`src/sdram_config.svh`:
```
// timing, refresh, address width and init wait constants for the sdram controller
`ifndef SDRAM_CONFIG_SVH
`define SDRAM_CONFIG_SVH

`define SDRAM_CL         2    // cas latency
`define SDRAM_TRCD       2    // activate to read/write
`define SDRAM_TRP        2    // precharge to activate
`define SDRAM_TRFC       7    // refresh to next command
`define SDRAM_RFSHCNT    4    // refresh commands per rfsh pulse

// power-up wait, short for simulation
`define SDRAM_INIT_WAIT  100

`define SDRAM_AW         22   // bank word address
`define SDRAM_ROW_W      13
`define SDRAM_COL_W      9
`define SDRAM_BURST      4    // read burst, 64 bits

`endif

```
`src/sdram_cmd_pkg.sv`:
```
// sdram command encoding, address pin union and per-source command word
`include "sdram_config.svh"

package sdram_cmd_pkg;

    // bits are /cs /ras /cas /we
    typedef enum logic [3:0] {
        CMD_LOAD_MODE = 4'b0000,
        CMD_REFRESH   = 4'b0001,
        CMD_PRECHARGE = 4'b0010,
        CMD_ACTIVE    = 4'b0011,
        CMD_WRITE     = 4'b0100,
        CMD_READ      = 4'b0101,
        CMD_NOP       = 4'b0111
    } sdram_cmd_e;

    // column view of the a pins
    typedef struct packed {
        logic [1:0]              spare_hi;
        logic                    a10;      // auto precharge, or all banks on precharge
        logic                    spare;
        logic [`SDRAM_COL_W-1:0] col;
    } sdram_col_t;

    // the same 13 pins read as a row or as a column word
    typedef union packed {
        logic [`SDRAM_ROW_W-1:0] row;
        sdram_col_t              col;
    } sdram_addr_u;

    typedef struct packed {
        sdram_cmd_e  cmd;
        logic [1:0]  ba;
        sdram_addr_u a;
    } sdram_pins_t;

    // idle word, what a source drives when it has nothing to say
    localparam sdram_pins_t PINS_NOP = {CMD_NOP, 2'b00, 13'd0};

endpackage

```
`src/sdram_rfsh.sv`:
```
// refresh engine: precharge all, then a spaced run of refresh commands
`timescale 1ns/1ps
`include "sdram_config.svh"

module sdram_rfsh
    import sdram_cmd_pkg::*;
(
    input  logic        clk,
    input  logic        rst,
    input  logic        start,
    input  logic        gnt,
    output logic        req,
    output logic        rfshing,
    output sdram_pins_t pins
);
    localparam int PW = $clog2(`SDRAM_RFSHCNT + 1);

    logic [PW-1:0] pend;     // refreshes still to issue
    logic [3:0]    wcnt;     // cycles to next command
    logic          pre;      // precharge all not yet issued

    always_ff @(posedge clk or posedge rst) begin
        if (rst) begin
            req     <= 1'b0;
            rfshing <= 1'b0;
            pre     <= 1'b0;
            pend    <= '0;
            wcnt    <= '0;
        end else begin
            if (start && !rfshing) begin
                req  <= 1'b1;
                pend <= PW'(`SDRAM_RFSHCNT);
            end
            if (gnt) begin
                req     <= 1'b0;
                rfshing <= 1'b1;
                pre     <= 1'b1;
                wcnt    <= '0;
            end else if (rfshing) begin
                if (wcnt != 0) begin
                    wcnt <= wcnt - 4'd1;
                end else if (pre) begin
                    pre  <= 1'b0;
                    wcnt <= 4'(`SDRAM_TRP - 1);
                end else if (pend != 0) begin
                    pend <= pend - PW'(1);
                    wcnt <= 4'(`SDRAM_TRFC - 1);
                end else begin
                    rfshing <= 1'b0;             // last trfc done
                end
            end
        end
    end

    always_comb begin
        pins = PINS_NOP;
        if (rfshing && wcnt == 0) begin
            if (pre) begin
                pins.cmd       = CMD_PRECHARGE;
                pins.a.col.a10 = 1'b1;
            end else if (pend != 0) begin
                pins.cmd = CMD_REFRESH;
            end
        end
    end

endmodule

```
`config.mk`:
```
export PLATFORM = sky130hd
export DESIGN_NAME = sdram_rfsh
export DESIGN_NICKNAME = d
export VERILOG_FILES = /design/src/sdram_cmd_pkg.sv /design/src/sdram_rfsh.sv
export VERILOG_INCLUDE_DIRS = /design/src
export SDC_FILE = /design/constraint.sdc
export NUM_CORES = 1
export LEC_CHECK = 0
export BUFFER_PORTS_ARGS = -buffer_cell sky130_fd_sc_hd__buf_2
export CORE_MARGIN = 3
export CORE_UTILIZATION = 51
export DETAILED_ROUTE_END_ITERATION = 6
export GPL_ROUTABILITY_DRIVEN = 1
export GPL_TIMING_DRIVEN = 0
export PLACE_DENSITY = 0.82
export SLEW_MARGIN = 40
export SYNTH_ARGS = -nofsm -noshare
export SYNTH_HDL_FRONTEND = slang
export SYNTH_SLANG_ARGS = --single-unit
```
`constraint.sdc`:
```
create_clock -name clk -period 3.9 [get_ports clk]
set_input_delay 0.39 -clock clk [delete_from_list [all_inputs] [get_ports clk]]
set_output_delay 0.39 -clock clk [all_outputs]
set_load 0.02 [all_outputs]
```
==> results.toml <==
[status]
status = "completed"

[worst_setup_path]
critical_path.endpoint_type = "primary output"
path_buf_inv = 3
path_max_fanout = 6
crit_start = "wcnt[0]"
path_common_cell = "inv_1"
crit_family = "simple AND/OR/NAND/NOR gates"
critPathMaxStageDelay_ps = 390
setup.worst_path.start_class = "flop"
crit_type = "reg -> out"
reg2reg_slack_ps = 2180
worstSetupPathDepth = 6
path_cells = "inv_1 > ha_1 > and4bb_2 > and2_1 > inv_1 > buf_2"
rr_endpoint = "wcnt[0]"
slowest_stage = "dfrtp_1"
cp.arrival_ps = 1690
crit_required_ps = 3510
reg2reg_depth = 5
regToRegStartpoint = "wcnt[0]"

[grt]
grt_usage_pct = 14.9
grt_pass1_wl_mm = 2.08
grt_pass1_vias = 497
grt_max_degree = 11
grt_overflow = 0
antenna_found_initial = 0

[clock_network]
tritoncts = "done"
ctsLongestPathBuffers = 2
htreeDepth = 1
clk_latency_ps = 270
cts_buffers = 3
cts_root_buf = "clkbuf_4"
cts_hold_buf = 0
clock-sinks = 10
cts_setup_buffers = 0
clk_pin_slew_ps = 60
post_cts_resize_count = 0

[power]
worst_ir_drop_vdd_uv = 493
cellPowerDensity_mw_per_mm2 = 684
power.leakage_uw = 0.000464
total_power_uw = 575

[place]
dpl.hpwl_um = 990
io_buffers = 9
place_ws_ps = 2090
placed_cells = 114
gp_congestion = 0.786

[sta]
timing.final.hold_violations = 0
totalNegativeSetupSlack_ps = 0
fmax_ghz = 0.480
timing.hold.ws_ps = 92.6
slew_violations = 0
rsz0062_at_grt = "false"
postLayoutSetupSlackWorst_ps = 1820
setup_viol = 0
finalCritPeriodShare_pct = 53.5
fin_skew_ps = 2.05
fin_crit_ps = 2080

[synth]
ys_ff_latch = 10
synthTopCellsByArea = "dfrtp_1 (36%), buf_4 (16%), ha_1 (7.1%), mux2i_1 (5.7%), inv_1 (4.3%)"
synth-edff-count = 0
synthMuxAreaShare_pct = 5.69
synthCells = 77
synth_compound_area_share_pct = 8.36
synthXorXnorAreaFrac_pct = 0
synthAdderAreaFrac_pct = 7.12
synth_top_family_by_area = "simple AND/OR/NAND/NOR gates"
synth-simple-area-share_pct = 21.7
synth_top_cell_by_area = "dfrtp_1"
ys_types = 27
syn_avg_cell_area_sq_um = 9.13
synth-main-ff-cell = "dfrtp_1"
yosysWarnings = 0
synth_top_area_share_pct = 35.6
syn-cell-area_sq_um = 703
ys_seq_area_share_pct = 35.6
async_flop_share_pct = 100
synthMostInstantiatedCell = "buf_4"
synth_common_cells = "buf_4 (15), dfrtp_1 (10), inv_1 (8), nor2_1 (6)"

[finish]
diodes = 0
instances_no_fill = 117
layout-drive-gt1-share_pct = 30.1
nets = 113
fill_cells = 101
area_growth_pct = 19.6

[min_path]
min_path_type = "in -> async"

[detailed_routing]
drt_wl_total_mm = 1.23
vias_per_cell = 4.86
wl_per_cell_um = 10.5
drt_iter0_drc = 8
vias = 569
drc = 0
firstDrtPassIters = 4
ant_nets = 0

[die]
ioPinCount = 25
core_area_sq_mm = 0.00120
die_y_um = 43.1
die_x_um = 43.1
dieArea_sq_mm = 0.00186
initial_core_util_pct = 58.5
num_rows = 12

[flow_run]
cap_violations = 0
## where the power goes
part	internal [uW]	switching [uW]
clock network	35.7	35.6
logic	136	190
registers	143	33.7
## placed cells by master, fill, tap and decap left out, drive strengths merged, types with 2 or more instances in the layout
| cell type | count |
|---|---|
| buf | 25 |
| conb | 15 |
| dfrtp | 10 |
| inv | 8 |
| nor2 | 6 |
| mux2i | 4 |
| nand2b | 4 |
| nand2 | 4 |
| ha | 4 |
| nand3 | 3 |
| clkbuf | 3 |
| o21bai | 2 |
## cell type report
| cell class | count | area [sq um] | area share [%] |
|---|---|---|---|
| Buffer | 16 | 118 | 14.0 |
| Clock buffer | 3 | 22.5 | 2.68 |
| Inverter | 8 | 30.0 | 3.57 |
| Multi-Input combinational cell | 57 | 358 | 42.6 |
| Sequential cell | 10 | 250 | 29.8 |
| Tap cell | 14 | 17.5 | 2.08 |
| Timing Repair Buffer | 9 | 45.0 | 5.36 |
## layer usage
| layer | up-vias | track usage, % | wire (um) |
|---|---|---|---|
| met5 | - | 0 | 0 |
| met4 | 0 | 7.23 | 14 |
| met3 | 4 | 3.81 | 108 |
| met2 | 25 | 23.6 | 549 |
| met1 | 262 | 18.5 | 559 |
| li1 | 278 | - | - |
## flip-flops by register name (all words and copies together) (netlist names)
name     count
wcnt         4
pend         3
pre          1
req          1
rfshing      1
## worst reg2reg max path, delay by kind of cell (launching register included)
kind	cells	cell delay (ps)
simple gates	2	750
flops	1	390
fa+ha+maj	1	210
compound gates	1	170
buf+inv	1	110
## metrics by stage
step                      utilization (%)  area, sq um
after floorplan                         -          756
after global routing                 70.0          841
final                                70.0          841
after global placement               68.1          818
after detailed placement             68.1          818
after CTS                            70.0          841
## logic make-up after synthesis
family | count (synthesis)
simple gates | 27
compound gates | 7
fa+ha+maj | 4
buf+inv | 24
mux | 4
flops | 10
other cells | 1
## worst max path at each step
| stage | endpoint |
|---|---|
| 4_1_cts | pins[15] |
| 3_3_place_gp | pins[15] |
| 6_report | pins[15] |
| 3_5_place_dp | pins[15] |
| 5_1_grt | pins[15] |
| 2_1_floorplan | pins[15] |
Note: power is estimated with default switching activity, not from simulation.
