===== src/sdram_config.svh =====
// timing, refresh, address width and init wait constants for the sdram controller
`ifndef SDRAM_CONFIG_SVH
`define SDRAM_CONFIG_SVH

`define SDRAM_CL         2    // cas latency
`define SDRAM_TRCD       2    // activate to read/write
`define SDRAM_TRP        2    // precharge to activate
`define SDRAM_TRFC       7    // refresh to next command
`define SDRAM_RFSHCNT    4    // refresh commands per rfsh pulse

// power-up wait, short for simulation
`define SDRAM_INIT_WAIT  100

`define SDRAM_AW         22   // bank word address
`define SDRAM_ROW_W      13
`define SDRAM_COL_W      9
`define SDRAM_BURST      4    // read burst, 64 bits

`endif


===== src/sdram_cmd_pkg.sv =====
// sdram command encoding, address pin union and per-source command word
`include "sdram_config.svh"

package sdram_cmd_pkg;

    // bits are /cs /ras /cas /we
    typedef enum logic [3:0] {
        CMD_LOAD_MODE = 4'b0000,
        CMD_REFRESH   = 4'b0001,
        CMD_PRECHARGE = 4'b0010,
        CMD_ACTIVE    = 4'b0011,
        CMD_WRITE     = 4'b0100,
        CMD_READ      = 4'b0101,
        CMD_NOP       = 4'b0111
    } sdram_cmd_e;

    // column view of the a pins
    typedef struct packed {
        logic [1:0]              spare_hi;
        logic                    a10;      // auto precharge, or all banks on precharge
        logic                    spare;
        logic [`SDRAM_COL_W-1:0] col;
    } sdram_col_t;

    // the same 13 pins read as a row or as a column word
    typedef union packed {
        logic [`SDRAM_ROW_W-1:0] row;
        sdram_col_t              col;
    } sdram_addr_u;

    typedef struct packed {
        sdram_cmd_e  cmd;
        logic [1:0]  ba;
        sdram_addr_u a;
    } sdram_pins_t;

    // idle word, what a source drives when it has nothing to say
    localparam sdram_pins_t PINS_NOP = {CMD_NOP, 2'b00, 13'd0};

endpackage


===== src/sdram_req_pkg.sv =====
// bank request and bank status structs
`include "sdram_config.svh"

package sdram_req_pkg;

    // one port request, held by the user until ack
    typedef struct packed {
        logic [`SDRAM_AW-1:0] addr;
        logic                 rd;
        logic                 wr;
    } bank_req_t;

    // bank state seen by the scheduler
    typedef struct packed {
        logic br;      // next command may issue now
        logic dbusy;   // data burst or write in flight
        logic gap;     // waiting out trp or trcd
    } bank_stat_t;

endpackage


===== src/sdram_bank.sv =====
// bank engine: open row tracking, precharge/activate/read/write sequencing, data framing
`timescale 1ns/1ps
`include "sdram_config.svh"

module sdram_bank
    import sdram_cmd_pkg::*, sdram_req_pkg::*;
#(
    parameter logic [1:0] BANK = 2'd0
) (
    input  logic        clk,
    input  logic        rst,
    input  bank_req_t   req,
    input  logic        bg,
    input  logic        prech_all,
    input  logic        other_dbusy,
    output logic        ack,
    output logic        dst,
    output logic        dok,
    output logic        rdy,
    output bank_stat_t  stat,
    output sdram_pins_t pins
);
    typedef enum logic [2:0] {
        ST_IDLE,
        ST_PRE,
        ST_ACT,
        ST_GAP,
        ST_COL
    } state_e;

    // ack cycle to one past rdy: command reg, cl, dout capture, burst
    localparam int RD_LEN = `SDRAM_CL + 2 + `SDRAM_BURST;

    state_e                  st;
    state_e                  gap_next;
    logic [`SDRAM_ROW_W-1:0] row;
    logic [`SDRAM_ROW_W-1:0] open_row;
    logic [`SDRAM_COL_W-1:0] col;
    logic                    row_ok;
    logic [2:0]              gap_cnt;
    logic [3:0]              dcnt;
    logic                    is_rd;

    assign row = req.addr[`SDRAM_AW-1 -: `SDRAM_ROW_W];
    assign col = req.addr[`SDRAM_COL_W-1:0];

    always_ff @(posedge clk or posedge rst) begin
        if (rst) begin
            st       <= ST_IDLE;
            gap_next <= ST_IDLE;
            row_ok   <= 1'b0;
            gap_cnt  <= '0;
            dcnt     <= '0;
            is_rd    <= 1'b0;
            ack      <= 1'b0;
        end else begin
            ack <= 1'b0;
            if (dcnt != 0) dcnt <= dcnt - 4'd1;
            if (prech_all) row_ok <= 1'b0;       // refresh closes every row
            case (st)
                ST_IDLE: begin
                    if (dcnt == 0 && (req.rd || req.wr)) begin
                        if (!row_ok) st <= ST_ACT;
                        else if (open_row == row) st <= ST_COL;   // row hit
                        else st <= ST_PRE;                       // row miss
                    end
                end
                ST_PRE: begin
                    if (bg) begin
                        row_ok   <= 1'b0;
                        gap_cnt  <= 3'(`SDRAM_TRP - 2);
                        gap_next <= ST_ACT;
                        st       <= ST_GAP;
                    end
                end
                ST_ACT: begin
                    if (bg) begin
                        row_ok   <= 1'b1;
                        gap_cnt  <= 3'(`SDRAM_TRCD - 2);
                        gap_next <= ST_COL;
                        st       <= ST_GAP;
                    end
                end
                ST_GAP: begin
                    if (gap_cnt == 0) st <= gap_next;
                    else gap_cnt <= gap_cnt - 3'd1;
                end
                ST_COL: begin
                    if (bg) begin
                        ack   <= 1'b1;               // command shows on the pins now
                        is_rd <= !req.wr;
                        dcnt  <= req.wr ? 4'd2 : 4'(RD_LEN);
                        st    <= ST_IDLE;
                    end
                end
                default: st <= ST_IDLE;
            endcase
        end
    end

    always_ff @(posedge clk) begin
        if (st == ST_ACT && bg) open_row <= row;
    end

    // reads wait for any other burst to leave dq
    assign stat.br    = st == ST_PRE || st == ST_ACT || (st == ST_COL && !other_dbusy);
    assign stat.dbusy = dcnt != 0;
    assign stat.gap   = st == ST_GAP;

    assign dst = is_rd && dcnt == 4'(`SDRAM_BURST);
    assign dok = is_rd && dcnt != 0 && dcnt <= 4'(`SDRAM_BURST);
    assign rdy = dcnt == 4'd1;                  // last word, or write done

    always_comb begin
        pins    = PINS_NOP;
        pins.ba = BANK;
        case (st)
            ST_PRE: pins.cmd = CMD_PRECHARGE;    // a10 low, this bank only
            ST_ACT: begin
                pins.cmd   = CMD_ACTIVE;
                pins.a.row = row;
            end
            ST_COL: begin
                pins.cmd = req.wr ? CMD_WRITE : CMD_READ;
                // bursts start on a four-word boundary
                pins.a.col.col = req.wr ? col : {col[`SDRAM_COL_W-1:2], 2'b00};
            end
            default: pins.cmd = CMD_NOP;
        endcase
    end

endmodule


===== config.mk =====
export PLATFORM = sky130hd
export DESIGN_NAME = sdram_bank
export DESIGN_NICKNAME = d
export VERILOG_FILES = /design/src/sdram_cmd_pkg.sv /design/src/sdram_req_pkg.sv /design/src/sdram_bank.sv
export VERILOG_INCLUDE_DIRS = /design/src
export SDC_FILE = /design/constraint.sdc
export NUM_CORES = 1
export LEC_CHECK = 0
export BUFFER_PORTS_ARGS = -buffer_cell sky130_fd_sc_hd__buf_2
export CAP_MARGIN = 20
export CORE_ASPECT_RATIO = 1.1
export CORE_MARGIN = 5
export CORE_UTILIZATION = 45
export DETAILED_ROUTE_END_ITERATION = 7
export PLACE_DENSITY = 0.76
export SYNTH_ARGS = -nofsm -noshare
export SYNTH_HDL_FRONTEND = slang
export SYNTH_SLANG_ARGS = --single-unit

===== constraint.sdc =====
create_clock -name clk -period 2.1 [get_ports clk]
set_input_delay 0.42 -clock clk [delete_from_list [all_inputs] [get_ports clk]]
set_output_delay 0.42 -clock clk [all_outputs]
set_load 0.02 [all_outputs]

==> metrics.md, run 1 <==
| Metric | Value |
|---|---|
| Post-Synth Adder-Cell Area | `0.0312` |
| Worst Setup End Kind | `primary output` |
| DP Worst Slack | `52.1 ps` |
| IO buf count | `51` |
| Clk slew on worst S/H paths | `150 ps` |
| Leak pwr | `1.02 nW` |
| Endpoints failing setup | `0` |
| Core Area | `3390 um2` |
| Via count | `1400` |
| CTS sink cnt | `28` |
| Least-Margin Pin Slew | `601 ps` |
| Worst Path Required | `1680 ps` |
| Placed cell areas | `1940 um2` |
| Xor and xnor area share after synthesis | `0.0820` |
| WL/cell | `14.2 um` |
| Ant diodes | `0` |
| CP top delay family | `flip-flops` |
| Post-DRT Antenna Nets | `0` |
| Number of global-route vias before repair | `1325` |
| Post-synthesis cell type count | `43` |
| CTS Buf Count | `3` |
| Crit Path Max Fanout | `4` |
| Die width | `66.9 um` |
| Main combinational cell family by area after synthesis | `compound AO/OA/AOI/OAI gates` |
| Clock Skew | `5.84 ps` |
| Register Area | `768 um2` |
| Critical path's slowest cell | `dfrtp_1` |
| Synthesized area | `1600 um2` |
| Overflow after GRT | `0` |
| First-pass GRT wire length | `5640 um` |
| Hold Buf Count CTS | `0` |
| Max-cap viol count | `0` |
| Post-Syn Area per Cell | `10.2 um2` |
| # DRC | `0` |
| Post-synth EDFFs | `13` |
| Vias per cell | `5.17` |
| Worst slew margin | `0.599` |
| Synth warn | `0` |
| Post-synth top cells | `dfrtp_1 (15), edfxtp_1 (13), inv_1 (13)` |
| Rows | `22` |
| Mux contribution to synthesized area | `0.00703` |
| Die area | `4860 um2` |
| Area contributors post-synth | `edfxtp_1 (24%), dfrtp_1 (23%), xnor2_1 (4.4%)` |
| CP Depth | `5` |
| 1st-iter DRT viols | `22` |
| Clock Path Buffers | `2` |
| Status | `complete, no violations` |
| Ys async rst share | `0.536` |
| Max IR drop VDD | `0.000738 V` |
| CTS tree | `yes` |
| Final Cell Area | `2100 um2` |
| Tmin final | `2060 ps` |
| Dpl hpwl | `2810 um` |
| GRT Util Overall | `0.151` |
| Tightest Hold Check Type | `in -> async` |
| H-tree levels | `1` |
| Drt total wl | `3860 um` |
| Area of the multi-input gates | `787 um2` |
| CP Launch Type | `flip-flop` |
| Final hold violations | `0` |
| Worst Slack Setup Final | `44.4 ps` |
| WP data arrival | `1640 ps` |
| CP dominant cell by count | `buf_6` |
| # IOs | `55` |
| Synth Area in Simple Gates | `0.166` |
| FF+latch count, synth | `28` |
| Initial antenna violation count | `0` |
| CTS root buf | `clkbuf_4` |
| Routability cong. | `0.825` |
| Mapped Cells | `157` |
| Cell Chain, Critical Path | `inv_2 > ha_4 > or3b_4 > buf_6 > buf_6` |
| Largest net degree at the start of global routing | `16` |
| Tcrit/Tclk final | `0.979` |
| Prevailing post-synth register cell | `dfrtp_1` |
| Synthesis-to-layout area growth | `31.3%` |
| TritonRoute pass-1 iters | `4` |
| Height of the die | `72.6 um` |
| Clock Latency Late Sink | `340 ps` |
| Layout cells sized above 1 | `0.390` |
| Max Slew Vio Count | `0` |
| Reg-to-reg slack, setup | `60 ps` |
| Fillers | `306` |
| Critical setup path kind | `reg -> out` |
| R2R cell count | `7` |
| Critical path buffers and inverters | `3` |
| Count leader, synth | `dfrtp_1` |
| Register area share after synthesis | `0.478` |
| RSZ-0062 raised after global routing | `yes` |
| Max incr delay on CP | `420 ps` |
| Initial Util | `0.473` |
| Fin nets | `257` |
| Fmax | `486 MHz` |
| Top cell type's share of synthesized area | `0.244` |
| Pwr dens | `1360 nW/um2` |
| Largest area contributor in the netlist | `edfxtp_1` |
| Compound-gate portion of the synthesized area | `0.168` |
[area by class of cell]
| type | count | area share |
|---|---|---|
| multi-input cells | 109 | 0.374 |
| flip-flops and latches | 28 | 0.365 |
| repair buffers | 69 | 0.192 |
| well taps | 48 | 0.0285 |
| inverters | 13 | 0.0232 |
| clock buffers | 4 | 0.0172 |
[power breakdown]
group / switching, W / total [W] / internal [W] / leakage (nW)
Combinational: 0.000920 / 0.00170 / 0.000780 / 0.698
Sequential: 0.000136 / 0.000900 / 0.000764 / 0.302
Clock: 0.000160 / 0.000267 / 0.000106 / 0.0210
[path summary, 6_finish.rpt]
path,to,startpoint
min in group clk,open_row[12],req[23]
min reg2reg,gap_cnt[1],gap_cnt[1]
min,gap_cnt[0],rst
max,stat[1],dcnt[1]
max in group asynchronous,st[2],rst
max reg2reg,st[0],dcnt[1]
[per-stage QoR]
step | hold slack (ps) | power, W | utilization | cells | TNS [ps]
finish | 119 | 0.00287 | 0.622 | 271 | 0
global route | 145 | 0.00310 | 0.622 | 271 | -78.9
CTS | 126 | 0.00274 | 0.601 | 267 | 0
detailed placement | 483 | 0.00237 | 0.574 | 259 | 0
global placement | 468 | 0.00234 | 0.574 | 259 | 0
floorplan | 321 | 0.00193 | - | 159 | 0
[timing repair]
action / in CTS / in global routing
buffers inserted: 4 / 4
pin swaps: 1 / 2
gates resized for setup: 7 / 9
cloned: 0 / 0
setup endpoints to repair: 10 / 11
[sequential cells by signal, summed over array words and instances, names as in the netlist]
name	cells
ack	1
dcnt	4
gap_cnt	3
gap_next	2
is_rd	1
open_row	13
row_ok	1
st	3
[routing by layer]
layer | part of all wire | global-route usage
met3 | 0.074 | 0.0293
met4 | 0.019 | 0.0586
met5 | 0 | 0
met1 | 0.41 | 0.172
met2 | 0.50 | 0.273
[cells by family (layout without fill, tap and decap cells)]
logic type / after synthesis / after routing
AO/OA/AOI/OAI: 38 / 38
XOR/XNOR: 15 / 15
adder cells (fa/ha/maj): 4 / 4
buffers and inverters: 22 / 86
flip-flops: 28 / 28
multiplexers: 1 / 1
other: 1 / 3
AND/OR/NAND/NOR: 48 / 48
[cell usage in the layout (no fill, tap or decap), drive strengths merged, types with 2 or more instances in the layout]
cell type | synthesis | routed
a21boi | 2 | 2
a21oi | 5 | 5
a22o | 7 | 7
a32o | 2 | 2
and3 | 7 | 7
buf | 5 | 69
clkbuf | 4 | 4
conb | 1 | 3
dfrtp | 15 | 15
edfxtp | 13 | 13
ha | 4 | 4
inv | 13 | 13
nand2 | 9 | 9
nand2b | 3 | 3
nand4 | 2 | 2
nor2 | 11 | 11
nor3 | 5 | 5
nor3b | 3 | 3
o21a | 2 | 2
o21ai | 12 | 12
xnor2 | 8 | 8
xor2 | 7 | 7
[worst register-to-register path, cell delays in order, from the launching register on]
cell and delay [ps]:
dfrtp_1 420, inv_2 90, ha_4 140, or3b_4 400, o31ai_4 260, o311a_4 250
mux2_1 310, o31a_1 100
Note: power is estimated with default switching activity, not from simulation.
==> run 2, diff against run 1 <==
- PLACE_DENSITY: 0.76 -> 0.73
- clock period: 2.1 -> 2.05 ns (I/O delays scaled with it)
==> run 2 against run 1 <==
Effect of this change:
- critical path depth unchanged
- first-iteration DRC count increased by 95%
- clock power decreased by 9.7%
- routed wire length increased by 8.2%
- critical endpoint unchanged
- non-clock buffer count increased by 4
- power increased by 9.0%
- combinational power increased by 15%
==> metrics.md, run 2 (synthesis gave the netlist of run 1 again) <==
| Metric | Value |
|---|---|
| Status | `complete, no violations` |
| Clock Path Buffers | `2` |
| Largest net degree at the start of global routing | `16` |
| Tcrit/Tclk final | `0.990` |
| Critical path's slowest cell | `dfrtp_1` |
| # DRC | `0` |
| Comb power frac | `0.625` |
| Endpoints failing setup | `0` |
| Rows | `22` |
| 1st-iter DRT viols | `43` |
| Largest Register | `open_row` |
| Tmin final | `2030 ps` |
| Routability cong. | `0.842` |
| Die width | `66.9 um` |
| CTS sink cnt | `28` |
| Overflow after GRT | `0` |
| Hold_ws | `110 ps` |
| Drt total wl | `4170 um` |
| Dpl hpwl | `3000 um` |
| Die area | `4860 um2` |
| Tightest Hold Check Type | `in -> async` |
| WP data arrival | `1620 ps` |
| Clock Skew | `8.10 ps` |
| Final hold violations | `0` |
| Number of global-route vias before repair | `1381` |
| Power Internal | `0.00182 W` |
| # IOs | `55` |
| Worst slew margin | `0.598` |
| Max incr delay on CP | `420 ps` |
| DP Worst Slack | `31.1 ps` |
| CTS tree | `yes` |
| Most frequent cells in the layout | `buf_2 (39), buf_4 (23), dfrtp_1 (13), edfxtp_1 (13)` |
| Power after layout | `0.00312 W` |
| Vias per cell | `5.15` |
| CP Launch Type | `flip-flop` |
| Pwr dens | `1440 nW/um2` |
| CTS Buf Count | `3` |
| Initial Util | `0.473` |
| Sequential share of power | `0.298` |
| CP top delay family | `flip-flops` |
| Synthesis-to-layout area growth | `35.6%` |
| Leak pwr | `1.06 nW` |
| Critical path buffers and inverters | `3` |
| Core Area | `3390 um2` |
| RSZ-0062 raised after global routing | `yes` |
| Most common cell after layout, fill and taps aside | `buf_2` |
| Max Slew Vio Count | `0` |
| TritonRoute pass-1 iters | `4` |
| IO buf count | `51` |
| Critical setup path kind | `reg -> out` |
| Clock Latency Late Sink | `330 ps` |
| Worst Setup End Kind | `primary output` |
| Clk slew on worst S/H paths | `150 ps` |
| Ant diodes | `0` |
| Net Sw Frac | `0.418` |
| Max IR drop VDD | `0.000747 V` |
| Fin nets | `261` |
| Fmax | `493 MHz` |
| Least-Margin Pin Slew | `603 ps` |
| CP dominant cell by count | `buf_6` |
| Worst Path Required | `1640 ps` |
| Post-DRT Antenna Nets | `0` |
| Cell Chain, Critical Path | `inv_2 > ha_4 > or3b_4 > buf_6 > buf_6` |
| Layout cells sized above 1 | `0.405` |
| Crit Path Max Fanout | `4` |
| Top flop regs | `open_row (13), dcnt (4)` |
| Clock power frac | `0.077` |
| Crit. Startpoint | `dcnt[1]` |
| Height of the die | `72.6 um` |
| P_sw | `0.00131 W` |
| CTS root buf | `clkbuf_4` |
| H-tree levels | `1` |
| WL/cell | `15.2 um` |
| Initial antenna violation count | `0` |
| Total Neg Setup Slack | `0 ps` |
| RR Startpoint | `dcnt[1]` |
| GRT Util Overall | `0.163` |
| Worst Slack Setup Final | `21.4 ps` |
| Max-cap viol count | `0` |
| Max reg flops | `13` |
| First-pass GRT wire length | `6150 um` |
| Via count | `1417` |
run 2: worst paths after layout:
path | cells after the start | to | slack, ps
worst max-delay path | 5 | stat[1] | 20
worst max register to register | 7 | st[0] | 80
worst min-delay path | 2 | gap_cnt[0] | 110
min in group clk | 1 | open_row[11] | 270
max in group asynchronous | 2 | st[0] | 1520
worst min register to register | 1 | gap_cnt[0] | 510
run 2: final cells by class:
cell class / instances / area, um2
tap: 48 / 60.1
clock buffer: 4 / 26.3
fill: 293 / 1210
inverter: 13 / 48.8
sequential: 28 / 768
timing repair buffer: 73 / 492
multi-input combinational: 109 / 778
run 2: metrics by stage:
stage	std cells	util	area, um2
after global routing	275	0.642	2170
after global placement	258	0.574	1940
after floorplan	159	-	1620
after detailed placement	258	0.574	1940
final	275	0.642	2170
after CTS	265	0.597	2020
run 2: power groups by stage:
stage | Sequential (W) | Combinational (W) | Clock (W)
2_1_floorplan | 0.000888 | 0.00112 | 0
3_3_place_gp | 0.000933 | 0.00146 | 0
3_5_place_dp | 0.000949 | 0.00153 | 0
4_1_cts | 0.000934 | 0.00164 | 0.000244
5_1_grt | 0.000953 | 0.00211 | 0.000269
6_report | 0.000931 | 0.00195 | 0.000241
run 2: worst reg2reg max path: cells and delay by family, from the launching register on:
family	cells	cell delay, ps
buffers and inverters	1	90
and+or+nand+nor	1	390
adders and majority gates	1	140
AOI/OAI and AO/OA	3	540
DFF	1	420
muxes	1	300
run 2: timing repair:
item                                    in CTS  in global routing
pin swaps                                    1                  4
gates resized for setup                     10                 25
endpoints found under the setup margin      13                 18
hold buffers                                 0                  0
setup buffers                                3                  9
gates cloned                                 0                  1
run 2: per-layer routing:
layer	vias to the layer above	wire length, um	GRT usage
met5	-	0	0
met4	0	65	0.0405
met3	9	212	0.0277
met2	51	2250	0.313
met1	669	1650	0.184
li1	688	-	-
