===== src/sdram_config.svh =====
// timing, refresh, address width and init wait constants for the sdram controller
`ifndef SDRAM_CONFIG_SVH
`define SDRAM_CONFIG_SVH

`define SDRAM_CL         2    // cas latency
`define SDRAM_TRCD       2    // activate to read/write
`define SDRAM_TRP        2    // precharge to activate
`define SDRAM_TRFC       7    // refresh to next command
`define SDRAM_RFSHCNT    4    // refresh commands per rfsh pulse

// power-up wait, short for simulation
`define SDRAM_INIT_WAIT  100

`define SDRAM_AW         22   // bank word address
`define SDRAM_ROW_W      13
`define SDRAM_COL_W      9
`define SDRAM_BURST      4    // read burst, 64 bits

`endif


===== src/sdram_cmd_pkg.sv =====
// sdram command encoding, address pin union and per-source command word
`include "sdram_config.svh"

package sdram_cmd_pkg;

    // bits are /cs /ras /cas /we
    typedef enum logic [3:0] {
        CMD_LOAD_MODE = 4'b0000,
        CMD_REFRESH   = 4'b0001,
        CMD_PRECHARGE = 4'b0010,
        CMD_ACTIVE    = 4'b0011,
        CMD_WRITE     = 4'b0100,
        CMD_READ      = 4'b0101,
        CMD_NOP       = 4'b0111
    } sdram_cmd_e;

    // column view of the a pins
    typedef struct packed {
        logic [1:0]              spare_hi;
        logic                    a10;      // auto precharge, or all banks on precharge
        logic                    spare;
        logic [`SDRAM_COL_W-1:0] col;
    } sdram_col_t;

    // the same 13 pins read as a row or as a column word
    typedef union packed {
        logic [`SDRAM_ROW_W-1:0] row;
        sdram_col_t              col;
    } sdram_addr_u;

    typedef struct packed {
        sdram_cmd_e  cmd;
        logic [1:0]  ba;
        sdram_addr_u a;
    } sdram_pins_t;

    // idle word, what a source drives when it has nothing to say
    localparam sdram_pins_t PINS_NOP = {CMD_NOP, 2'b00, 13'd0};

endpackage


===== src/sdram_init.sv =====
// power-up sequencer: wait, precharge all, two refreshes, load mode
`timescale 1ns/1ps
`include "sdram_config.svh"

module sdram_init
    import sdram_cmd_pkg::*;
(
    input  logic        clk,
    input  logic        rst,
    output logic        init_busy,
    output sdram_pins_t pins
);
    localparam int T_PRE  = `SDRAM_INIT_WAIT;
    localparam int T_REF1 = T_PRE + `SDRAM_TRP;
    localparam int T_REF2 = T_REF1 + `SDRAM_TRFC;
    localparam int T_LMR  = T_REF2 + `SDRAM_TRFC;
    localparam int T_END  = T_LMR + 2;               // tmrd

    logic [15:0] cnt;

    assign init_busy = cnt != 16'(T_END);

    always_ff @(posedge clk or posedge rst) begin
        if (rst) begin
            cnt <= '0;
        end else if (init_busy) begin
            cnt <= cnt + 16'd1;
        end
    end

    always_comb begin
        pins = PINS_NOP;
        if (cnt == 16'(T_PRE)) begin
            pins.cmd       = CMD_PRECHARGE;
            pins.a.col.a10 = 1'b1;                   // all banks
        end else if (cnt == 16'(T_REF1) || cnt == 16'(T_REF2)) begin
            pins.cmd = CMD_REFRESH;
        end else if (cnt == 16'(T_LMR)) begin
            pins.cmd = CMD_LOAD_MODE;
            // single-word writes, cas latency, sequential, burst length
            pins.a.row = {3'b000, 1'b1, 2'b00, 3'(`SDRAM_CL), 1'b0, 3'($clog2(`SDRAM_BURST))};
        end
    end

endmodule


===== config.mk =====
export PLATFORM = sky130hd
export DESIGN_NAME = sdram_init
export DESIGN_NICKNAME = d
export VERILOG_FILES = /design/src/sdram_cmd_pkg.sv /design/src/sdram_init.sv
export VERILOG_INCLUDE_DIRS = /design/src
export SDC_FILE = /design/constraint.sdc
export NUM_CORES = 1
export LEC_CHECK = 0
export ABC_CLOCK_PERIOD_IN_PS = 5250
export BUFFER_PORTS_ARGS = -buffer_cell sky130_fd_sc_hd__buf_2
export CELL_PAD_IN_SITES_DETAIL_PLACEMENT = 1
export CELL_PAD_IN_SITES_GLOBAL_PLACEMENT = 2
export CORE_ASPECT_RATIO = 1.2
export CORE_MARGIN = 4
export CORE_UTILIZATION = 34
export CTS_CLUSTER_DIAMETER = 100
export DETAILED_ROUTE_END_ITERATION = 8
export GPL_ROUTABILITY_DRIVEN = 0
export GPL_TIMING_DRIVEN = 0
export HOLD_SLACK_MARGIN = 0.05
export PLACE_DENSITY_LB_ADDON = 0.1
export SLEW_MARGIN = 20
export SYNTH_ARGS = -nofsm -noshare
export SYNTH_HDL_FRONTEND = slang
export SYNTH_SLANG_ARGS = --single-unit

===== constraint.sdc =====
create_clock -name clk -period 5.25 [get_ports clk]
set_clock_uncertainty 0.1 [all_clocks]
set_input_delay 0.525 -clock clk [delete_from_list [all_inputs] [get_ports clk]]
set_output_delay 0.525 -clock clk [all_outputs]
set_load 0.005 [all_outputs]

==> results.py, run 1 <==
metrics = {
    "floorplanning": {
        "die_x_um": 57,
        "initial_utilization_pct": 35.18,
        "dieArea_um2": 3808,
        "boundaryPins": 22,
        "rows": 21,
        "core_um2": 2785,
        "die_y_um": 66.80,
    },
    "flow_run": {
        "max-cap-violations": 0,
    },
    "sta": {
        "finalCritPeriodShare_pct": 53.99,
        "finalCriticalPeriod_ps": 2835,
        "hold_viol_final": 0,
        "maxSlewHeadroom_pct": 56.69,
        "max_slew.worst_pin.slew_ps": 648.9,
        "max_freq_mhz": 352.8,
        "setup_slack_ps": 2415,
        "setup_viol": 0,
        "final_max_slew_viol_count": 0,
        "rsz0062_at_grt": "false",
        "tns_ps": 0,
    },
    "grt": {
        "grt_max_degree": 17,
        "gr-total-overflow": 0,
        "grt_pass1_vias": 719,
        "grt_pass1_wl_um": 3512,
        "antenna_found_initial": 0,
        "grtUsageTotal_pct": 11.96,
    },
    "finish": {
        "reg.largest.list": "cnt x16",
        "regArea_um2": 400.4,
        "multi_input_area_um2": 480.5,
        "stdcell_count": 160,
        "syn_to_final_growth_pct": 16.86,
        "largest_reg_flops": 16,
        "top_register": "cnt",
        "antenna_cells": 0,
        "fin_nets": 133,
        "nFillCells": 355,
        "final_common_cell": "dfrtp_1",
        "layout-drive-gt1-share_pct": 23.81,
        "final_cell_mix": "16 x dfrtp_1, 14 x buf_4, 12 x conb_1",
    },
    "routing": {
        "via_count": 740,
        "vias_per_cell": 4.625,
        "first_pass_iters": 4,
        "drcViolationCount": 0,
        "ant_nets": 0,
        "drt_iter0_markers": 12,
        "wl_um": 2020,
        "wl_per_cell_um": 12.63,
    },
    "cts": {
        "cts_buffers": 3,
        "ctsHoldBuffers": 0,
        "cts_tree": "built",
        "insertion_delay_ps": 290,
        "cts.repair.resized": 0,
        "cts_root_buffer": "clkbuf_4",
        "clockBufferDepth": 2,
        "clk_pin_slew_ps": 100,
        "clock_sinks": 16,
        "cts_max_level": 1,
        "post_cts_buffers": 0,
    },
    "pwr": {
        "p_total_mw": 0.2196,
        "p_leak_nw": 0.6116,
        "ir_worst_vdd_v": 0.00009941,
        "powerDensity_nw_per_um2": 191.8,
    },
    "logic_synthesis": {
        "synth-seq-cells": 16,
        "syn-instance-count": 102,
        "synth_area_per_cell_um2": 9.605,
        "synth_top_area_share_pct": 40.87,
        "yosysWarnings": 0,
        "ys_top_cells_by_area": "dfrtp_1 41%, buf_4 11%, xor2_1 8.0%",
        "mappedNetlistArea_um2": 979.7,
        "synth_area_leader_cell": "dfrtp_1",
        "ys_seq_area_share_pct": 40.87,
        "ys_types": 29,
    },
    "place": {
        "dp_hpwl_um": 1537,
        "post-place-ws_ps": 2724,
        "dpl.cell_count": 156,
        "io_buffers": 9,
    },
    "worst_setup_path": {
        "r2r-start": "cnt[13]",
        "critPathKind": "reg2out",
        "worst-endpoint-required_ps": 4620,
        "reg2regPathDepth": 4,
        "startpoint_type": "flip-flop",
        "r2r_setup_slack_ps": 3080,
        "r2r_end": "cnt[1]",
        "endpoint_kind": "output port",
        "crit_fanout": 5,
        "cp.arrival_ps": 2210,
    },
    "worst_hold_path": {
        "min_path_type": "in2async",
    },
    "outcome": {
        "status": "finished, final reports clean",
    },
}
==> layer usage <==
layer  GRT usage [%]  vias up  wire length [um]  share of wire, %
li1                -      369                 -                 -
met3           1.938        2                77               3.8
met5               0        -                 0                 0
met2           20.71       10              1001                50
met4           6.087        0                21               1.0
met1           14.12      359               919                45
==> where the power goes <==
| part | leakage [nW] | internal, mW | total [mW] | switching [mW] |
|---|---|---|---|---|
| logic | 0.381 | 0.00589 | 0.0117 | 0.00583 |
| registers | 0.209 | 0.123 | 0.123 | 0 |
| clock network | 0.0210 | 0.0422 | 0.0847 | 0.0425 |
| total | 0.612 | 0.171 | 0.220 | 0.0483 |
==> stage by stage <==
| stage | cell area [um^2] | hold slack [ps] | util, % |
|---|---|---|---|
| after floorplan | 1021 | 334.0 | - |
| after global placement | 1109 | 349.4 | 39.80 |
| after detailed placement | 1109 | 352.6 | 39.80 |
| after CTS | 1145 | 233.5 | 41.11 |
| after global routing | 1145 | 249.7 | 41.11 |
| final | 1145 | 206.2 | 41.11 |
==> kinds of logic (layout without fill, tap and decap cells) <==
kind of cell             Yosys count  after routing  share of synthesized area [%]
AO/OA/AOI/OAI                      6              6                          4.470
XOR/XNOR                          13             13                          11.62
adder cells (fa/ha/maj)            4              4                          5.109
buffers and inverters             23             36                          14.30
flip-flops                        16             16                          40.87
multiplexers                       1              1                          1.532
other                              1             12                         0.3828
AND/OR/NAND/NOR                   38             38                          21.71
==> critical path, stage by stage, from the launching register on <==
cell and delay [ps]:
dfrtp_1 440, or4b_1 550, nor3_1 450, and3b_1 270
buf_4 110, buf_2 100
==> cell usage after synthesis (all sizes together) <==
cell,n
a21bo,1
a21oi,2
and2,1
and3b,1
and4,1
buf,15
clkbuf,2
conb,1
dfrtp,16
ha,4
inv,6
mux2,1
nand2,5
nand2b,1
nand3,6
nand4,3
nand4b,1
nor2,6
nor2b,1
nor3,5
nor4,3
o2111ai,1
o211ai,2
or3b,1
or4,2
or4b,1
xnor2,4
xor2,9
==> area by class of cell <==
cell class | count | area share [%]
inverter | 6 | 1.967
multi-input combinational | 74 | 41.97
sequential | 16 | 34.97
tap | 34 | 3.716
buffer | 17 | 10.27
timing repair buffer | 9 | 3.934
clock buffer | 4 | 3.169
==> how the worst max path moves through the flow <==
stage / slack (ps) / cells past startpoint / endpoint / start
6_report: 2420 / 5 / pins[5] / cnt[13]
5_1_grt: 2220 / 5 / pins[5] / cnt[13]
4_1_cts: 2390 / 5 / pins[5] / cnt[13]
3_5_place_dp: 2720 / 5 / pins[5] / cnt[13]
3_3_place_gp: 2780 / 5 / pins[9] / cnt[13]
2_1_floorplan: 2990 / 4 / pins[5] / cnt[13]
No activity file was read; power rests on OpenSTA's default activity.
==> run 2, diff against run 1 <==
Settings changed: ABC_CLOCK_PERIOD_IN_PS 5250 to 2300, CORE_UTILIZATION 34 to 29.
Clock period 5.25 ns to 2.3 ns, I/O delays scaled along.
==> run 2 against run 1 <==
  * Total power is 130% higher
  * Final cell count is 6.3% higher
  * Clock power is 120% higher
  * Sequential cell count stayed put
  * Die area is 15% higher
  * Utilization is 1.5 points lower
  * Register-to-register slack worse by 3000 ps
  * Wire length is 2.4% higher
  * Clock-buffer cell count stayed put
  * First-iteration DRC count is 33% higher
  * Sequential share of layout area is 3.0 points lower
  * Via count is 3.5% higher
  * Highest routed layer unchanged
==> results.py, run 2 (synthesis results as in run 1) <==
metrics = {
    "flow_run": {
        "max-cap-violations": 0,
    },
    "finish": {
        "largest_reg_flops": 16,
        "syn_to_final_growth_pct": 28.10,
        "nFillCells": 385,
        "final_cell_mix": "22 x buf_4, 15 x dfrtp_1, 12 x conb_1",
        "top_register": "cnt",
        "final_cell_area_um2": 1255,
        "antenna_cells": 0,
        "layout-drive-gt1-share_pct": 31.34,
        "fin_nets": 141,
        "reg.largest.list": "cnt x16",
        "final_common_cell": "buf_4",
    },
    "cts": {
        "cts_root_buffer": "clkbuf_4",
        "cts_max_level": 1,
        "clk_pin_slew_ps": 90,
        "cts_buffers": 3,
        "cts_tree": "built",
        "clock_sinks": 16,
        "clockBufferDepth": 2,
        "insertion_delay_ps": 290,
    },
    "floorplanning": {
        "core_um2": 3166,
        "rows": 22,
        "die_x_um": 61.06,
        "initial_utilization_pct": 30.95,
        "boundaryPins": 22,
        "dieArea_um2": 4376,
        "die_y_um": 71.67,
    },
    "outcome": {
        "status": "finished, final reports clean",
    },
    "worst_setup_path": {
        "endpoint_kind": "output port",
        "critPathKind": "reg2out",
        "path_cells": "or4b_4 -> or4_4 -> buf_6",
        "crit_path_max_incr_delay_ps": 560,
        "critPathTopFamily": "simple AND/OR/NAND/NOR gates",
        "startpoint_type": "flip-flop",
        "worst-endpoint-required_ps": 1970,
        "crit_fanout": 4,
        "cp.arrival_ps": 1950,
        "path_buf_inv": 1,
        "critPathSlowestCell": "or4_4",
    },
    "sta": {
        "final_max_slew_viol_count": 0,
        "hold_viol_final": 0,
        "max_slew.worst_pin.slew_ps": 634.9,
        "finalCritPeriodShare_pct": 99.21,
        "setup_viol": 0,
        "maxSlewHeadroom_pct": 57.63,
        "finalCriticalPeriod_ps": 2282,
        "rsz0062_at_grt": "true",
        "max_freq_mhz": 438.2,
    },
    "pwr": {
        "powerDensity_nw_per_um2": 397.9,
        "p_total_mw": 0.4993,
        "ir_worst_vdd_v": 0.0001742,
        "p_leak_nw": 0.6623,
    },
    "routing": {
        "vias_per_cell": 4.506,
        "ant_nets": 0,
        "drcViolationCount": 0,
        "wl_per_cell_um": 12.17,
        "first_pass_iters": 3,
        "drt_iter0_markers": 16,
        "via_count": 766,
        "wl_um": 2069,
    },
    "worst_hold_path": {
        "min_path_type": "reg2reg",
    },
    "grt": {
        "gr-total-overflow": 0,
        "grtUsageTotal_pct": 10.83,
        "grt_pass1_vias": 790,
        "grt_pass1_wl_um": 3657,
        "grt_max_degree": 17,
        "antenna_found_initial": 0,
    },
    "place": {
        "dp_hpwl_um": 1512,
        "placed_area_um2": 1111,
        "io_buffers": 9,
    },
}
run 2: cell types whose count changed in the layout (fill, tap and decap cells not counted), sizes merged:
cell / previous run / this run
buf: 24 / 31
dlygate4sd3: 0 / 1
run 2: final timing paths:
kind | startpoint | slack [ps] | endpoint | depth (start not counted)
worst max-delay path | cnt[12] | 20 | init_busy | 3
worst min-delay path | cnt[15] | 370 | cnt[15] | 1
worst max register to register | cnt[12] | 110 | cnt[1] | 4
worst min register to register | cnt[15] | 370 | cnt[15] | 1
max in group asynchronous | rst | 1200 | cnt[2] | 3
min in group asynchronous | rst | 450 | cnt[7] | 3
run 2: cell type report:
type | instances | area (um^2) | area share [%]
Buffer | 16 | 112.6 | 8.973
Clock buffer | 4 | 36.28 | 2.891
Sequential cell | 16 | 401.6 | 32.00
Inverter | 6 | 22.52 | 1.795
Tap cell | 36 | 45.04 | 3.589
Multi-Input combinational cell | 74 | 503.0 | 40.08
Timing Repair Buffer | 18 | 133.9 | 10.67
run 2: power breakdown:
group | internal [mW] | switching, mW
Clock | 0.0964 | 0.0941
Sequential | 0.281 | 0
Combinational | 0.0145 | 0.0133
Total | 0.392 | 0.107
run 2: stage by stage:
step	std cells	setup TNS, ps	hold slack (ps)	util, %	setup WS, ps
floorplan	113	0	43.74	-	204.6
global placement	158	0	240.6	35.10	81.17
detailed placement	158	0	247.7	35.10	51.23
CTS	167	-174.7	376.0	39.01	-86.94
global route	170	-239.4	392.9	39.64	-66.84
finish	170	0	368.8	39.64	18.16
run 2: repair_timing:
action / in CTS / in global routing
endpoints found under the setup margin: 8 / 7
buffers inserted: 4 / 4
resized for setup: 12 / 1
pin swaps: 2 / 4
cloned: 0 / 0
endpoints found under the hold margin: 16 / 0
hold buffers: 1 / 0
run 2: layer usage:
metal | vias to the layer above | wire length [um] | GRT usage, %
met1 | 367 | 942 | 14.27
li1 | 384 | - | -
met5 | - | 0 | 0
met3 | 2 | 81 | 2.523
met4 | 0 | 16 | 2.892
met2 | 13 | 1029 | 17.41
==> run 3, diff against run 2 <==
Settings changed: CELL_PAD_IN_SITES_DETAIL_PLACEMENT 1 to default, CELL_PAD_IN_SITES_GLOBAL_PLACEMENT 2 to default, CORE_UTILIZATION 29 to 47, PLACE_DENSITY from default to 0.74, PLACE_DENSITY_LB_ADDON 0.1 to default.
==> run 3 against run 2 <==
  * Global-route usage rose by 3.9 points
  * Utilization rose by 25 points
  * Combinational power barely moved
  * Worst setup slack better by 3.2 ps
  * Non-clock buffer count grew 1
  * Cell area is 1.2% lower
  * Critical path depth unchanged
  * Sequential power about the same
  * Clock-buffer cell count stayed put
  * Sequential share of layout area grew 0.39 points
  * Critical path type unchanged
  * Critical endpoint unchanged
==> results.py, run 3 (synthesis results as in run 1) <==
metrics = {
    "finish": {
        "syn_to_final_growth_pct": 26.56,
        "fin_nets": 142,
        "reg.largest.list": "cnt x16",
        "final_cell_area_um2": 1240,
        "largest_reg_flops": 16,
        "final_cell_mix": "22 x buf_4, 15 x dfrtp_1, 12 x conb_1",
        "nFillCells": 164,
        "multi_input_area_um2": 504.2,
        "layout-drive-gt1-share_pct": 32.59,
        "antenna_cells": 0,
        "regArea_um2": 401.6,
        "top_register": "cnt",
        "final_common_cell": "buf_4",
    },
    "sta": {
        "setup_slack_ps": 21.34,
        "finalCritPeriodShare_pct": 99.07,
        "rsz0062_at_grt": "true",
        "tns_ps": 0,
        "final_max_slew_viol_count": 0,
        "finalCriticalPeriod_ps": 2279,
        "whs_ps": 373.0,
        "maxSlewHeadroom_pct": 58.75,
        "max_freq_mhz": 438.9,
        "hold_viol_final": 0,
        "max_slew.worst_pin.slew_ps": 618.1,
        "setup_viol": 0,
    },
    "worst_hold_path": {
        "hold_depth": 1,
        "hold_start": "cnt[15]",
        "min_path_type": "reg2reg",
    },
    "routing": {
        "wl_um": 1964,
        "drcViolationCount": 0,
        "drt_iter0_markers": 11,
        "first_pass_iters": 4,
        "wl_per_cell_um": 12.75,
        "via_count": 771,
        "ant_nets": 0,
        "vias_per_cell": 5.006,
    },
    "worst_setup_path": {
        "worst-endpoint-required_ps": 1970,
        "startpoint_type": "flip-flop",
        "r2r-start": "cnt[12]",
        "crit_path_max_incr_delay_ps": 570,
        "critPathKind": "reg2out",
        "critPathSlowestCell": "or4b_4",
        "path_cells": "or4b_4 -> or4_4 -> buf_6",
        "endpoint_kind": "output port",
        "cp-startpoint": "cnt[12]",
        "reg2regPathDepth": 4,
        "cp.arrival_ps": 1950,
        "crit_fanout": 2,
    },
    "pwr": {
        "powerDensity_nw_per_um2": 400.3,
        "ir_worst_vdd_v": 0.0003059,
        "seqPwrFrac_pct": 56.6,
        "cellInternalPower_mw": 0.3920,
        "p_sw_share_pct": 21.02,
        "p_sw_mw": 0.1043,
        "pwr-share-comb_pct": 5.6,
        "clkPwrFrac_pct": 37.8,
        "p_leak_nw": 0.6673,
    },
    "flow_run": {
        "max-cap-violations": 0,
    },
    "place": {
        "placed_area_um2": 1090,
        "post-place-ws_ps": 108.3,
        "dp_hpwl_um": 1314,
        "io_buffers": 9,
    },
    "cts": {
        "clk_pin_slew_ps": 100,
        "cts_buffers": 3,
        "clock_sinks": 16,
        "insertion_delay_ps": 290,
        "cts_root_buffer": "clkbuf_4",
        "cts_tree": "built",
        "cts_max_level": 1,
        "clockBufferDepth": 2,
    },
    "grt": {
        "gr-total-overflow": 0,
        "grtUsageTotal_pct": 14.76,
        "grt_pass1_wl_um": 3291,
        "grt_max_degree": 17,
        "antenna_found_initial": 0,
        "grt_pass1_vias": 786,
    },
    "outcome": {
        "status": "finished, final reports clean",
    },
    "floorplanning": {
        "core_um2": 1914,
        "initial_utilization_pct": 51.18,
        "rows": 17,
        "die_y_um": 58.01,
        "die_x_um": 49.68,
        "boundaryPins": 22,
        "dieArea_um2": 2882,
    },
}
run 3: cell types whose count changed in the layout (fill, tap and decap cells not counted):
cell     previous run  this run
and3b_2             0         1
and3b_1             1         0
buf_2               6         7
run 3: final timing paths:
kind                              to  slack, ps
max                        init_busy         20
min                          cnt[15]        370
max reg2reg                   cnt[1]        110
min reg2reg                  cnt[15]        370
max in group asynchronous     cnt[2]       1220
min in group asynchronous     cnt[0]        450
run 3: timing repair:
item,in CTS,in global routing
hold buffers,1,0
endpoints found under the setup margin,8,5
buffers inserted,6,3
resized for setup,7,5
pin swaps,2,4
endpoints found under the hold margin,16,0
run 3: cell type report:
type | count | share of cell area (%)
Tap cell | 19 | 1.917
Multi-Input combinational cell | 74 | 40.67
Timing Repair Buffer | 19 | 10.90
Inverter | 6 | 1.816
Clock buffer | 4 | 2.926
Buffer | 16 | 9.384
Sequential cell | 16 | 32.39
run 3: per-stage QoR:
stage                     instances  power, mW  utilization (%)
after floorplan                 113     0.3099                -
after global placement          141     0.3121            56.93
after detailed placement        141     0.3123            56.93
after CTS                       152     0.5022            63.20
after global routing            154     0.5207            64.77
final                           154     0.4963            64.77
run 3: critical path, delay by kind of cell, from the launching register on:
kind                   cells  cell delay (ps)
and+or+nand+nor            2             1140
DFF                        1              390
buffers and inverters      1              130
run 3: power groups by stage:
stage | Clock [mW] | Combinational, mW | Sequential, mW
finish | 0.188 | 0.0276 | 0.281
global route | 0.208 | 0.0319 | 0.281
CTS | 0.194 | 0.0270 | 0.281
floorplan | 0 | 0.0233 | 0.287
detailed placement | 0 | 0.0257 | 0.287
global placement | 0 | 0.0254 | 0.287
run 3: per-layer routing:
layer	global-route usage, %	part of all wire (%)
met4	9.091	1.2
met1	16.32	43
met2	26.65	52
met3	1.799	3.7
met5	0	0
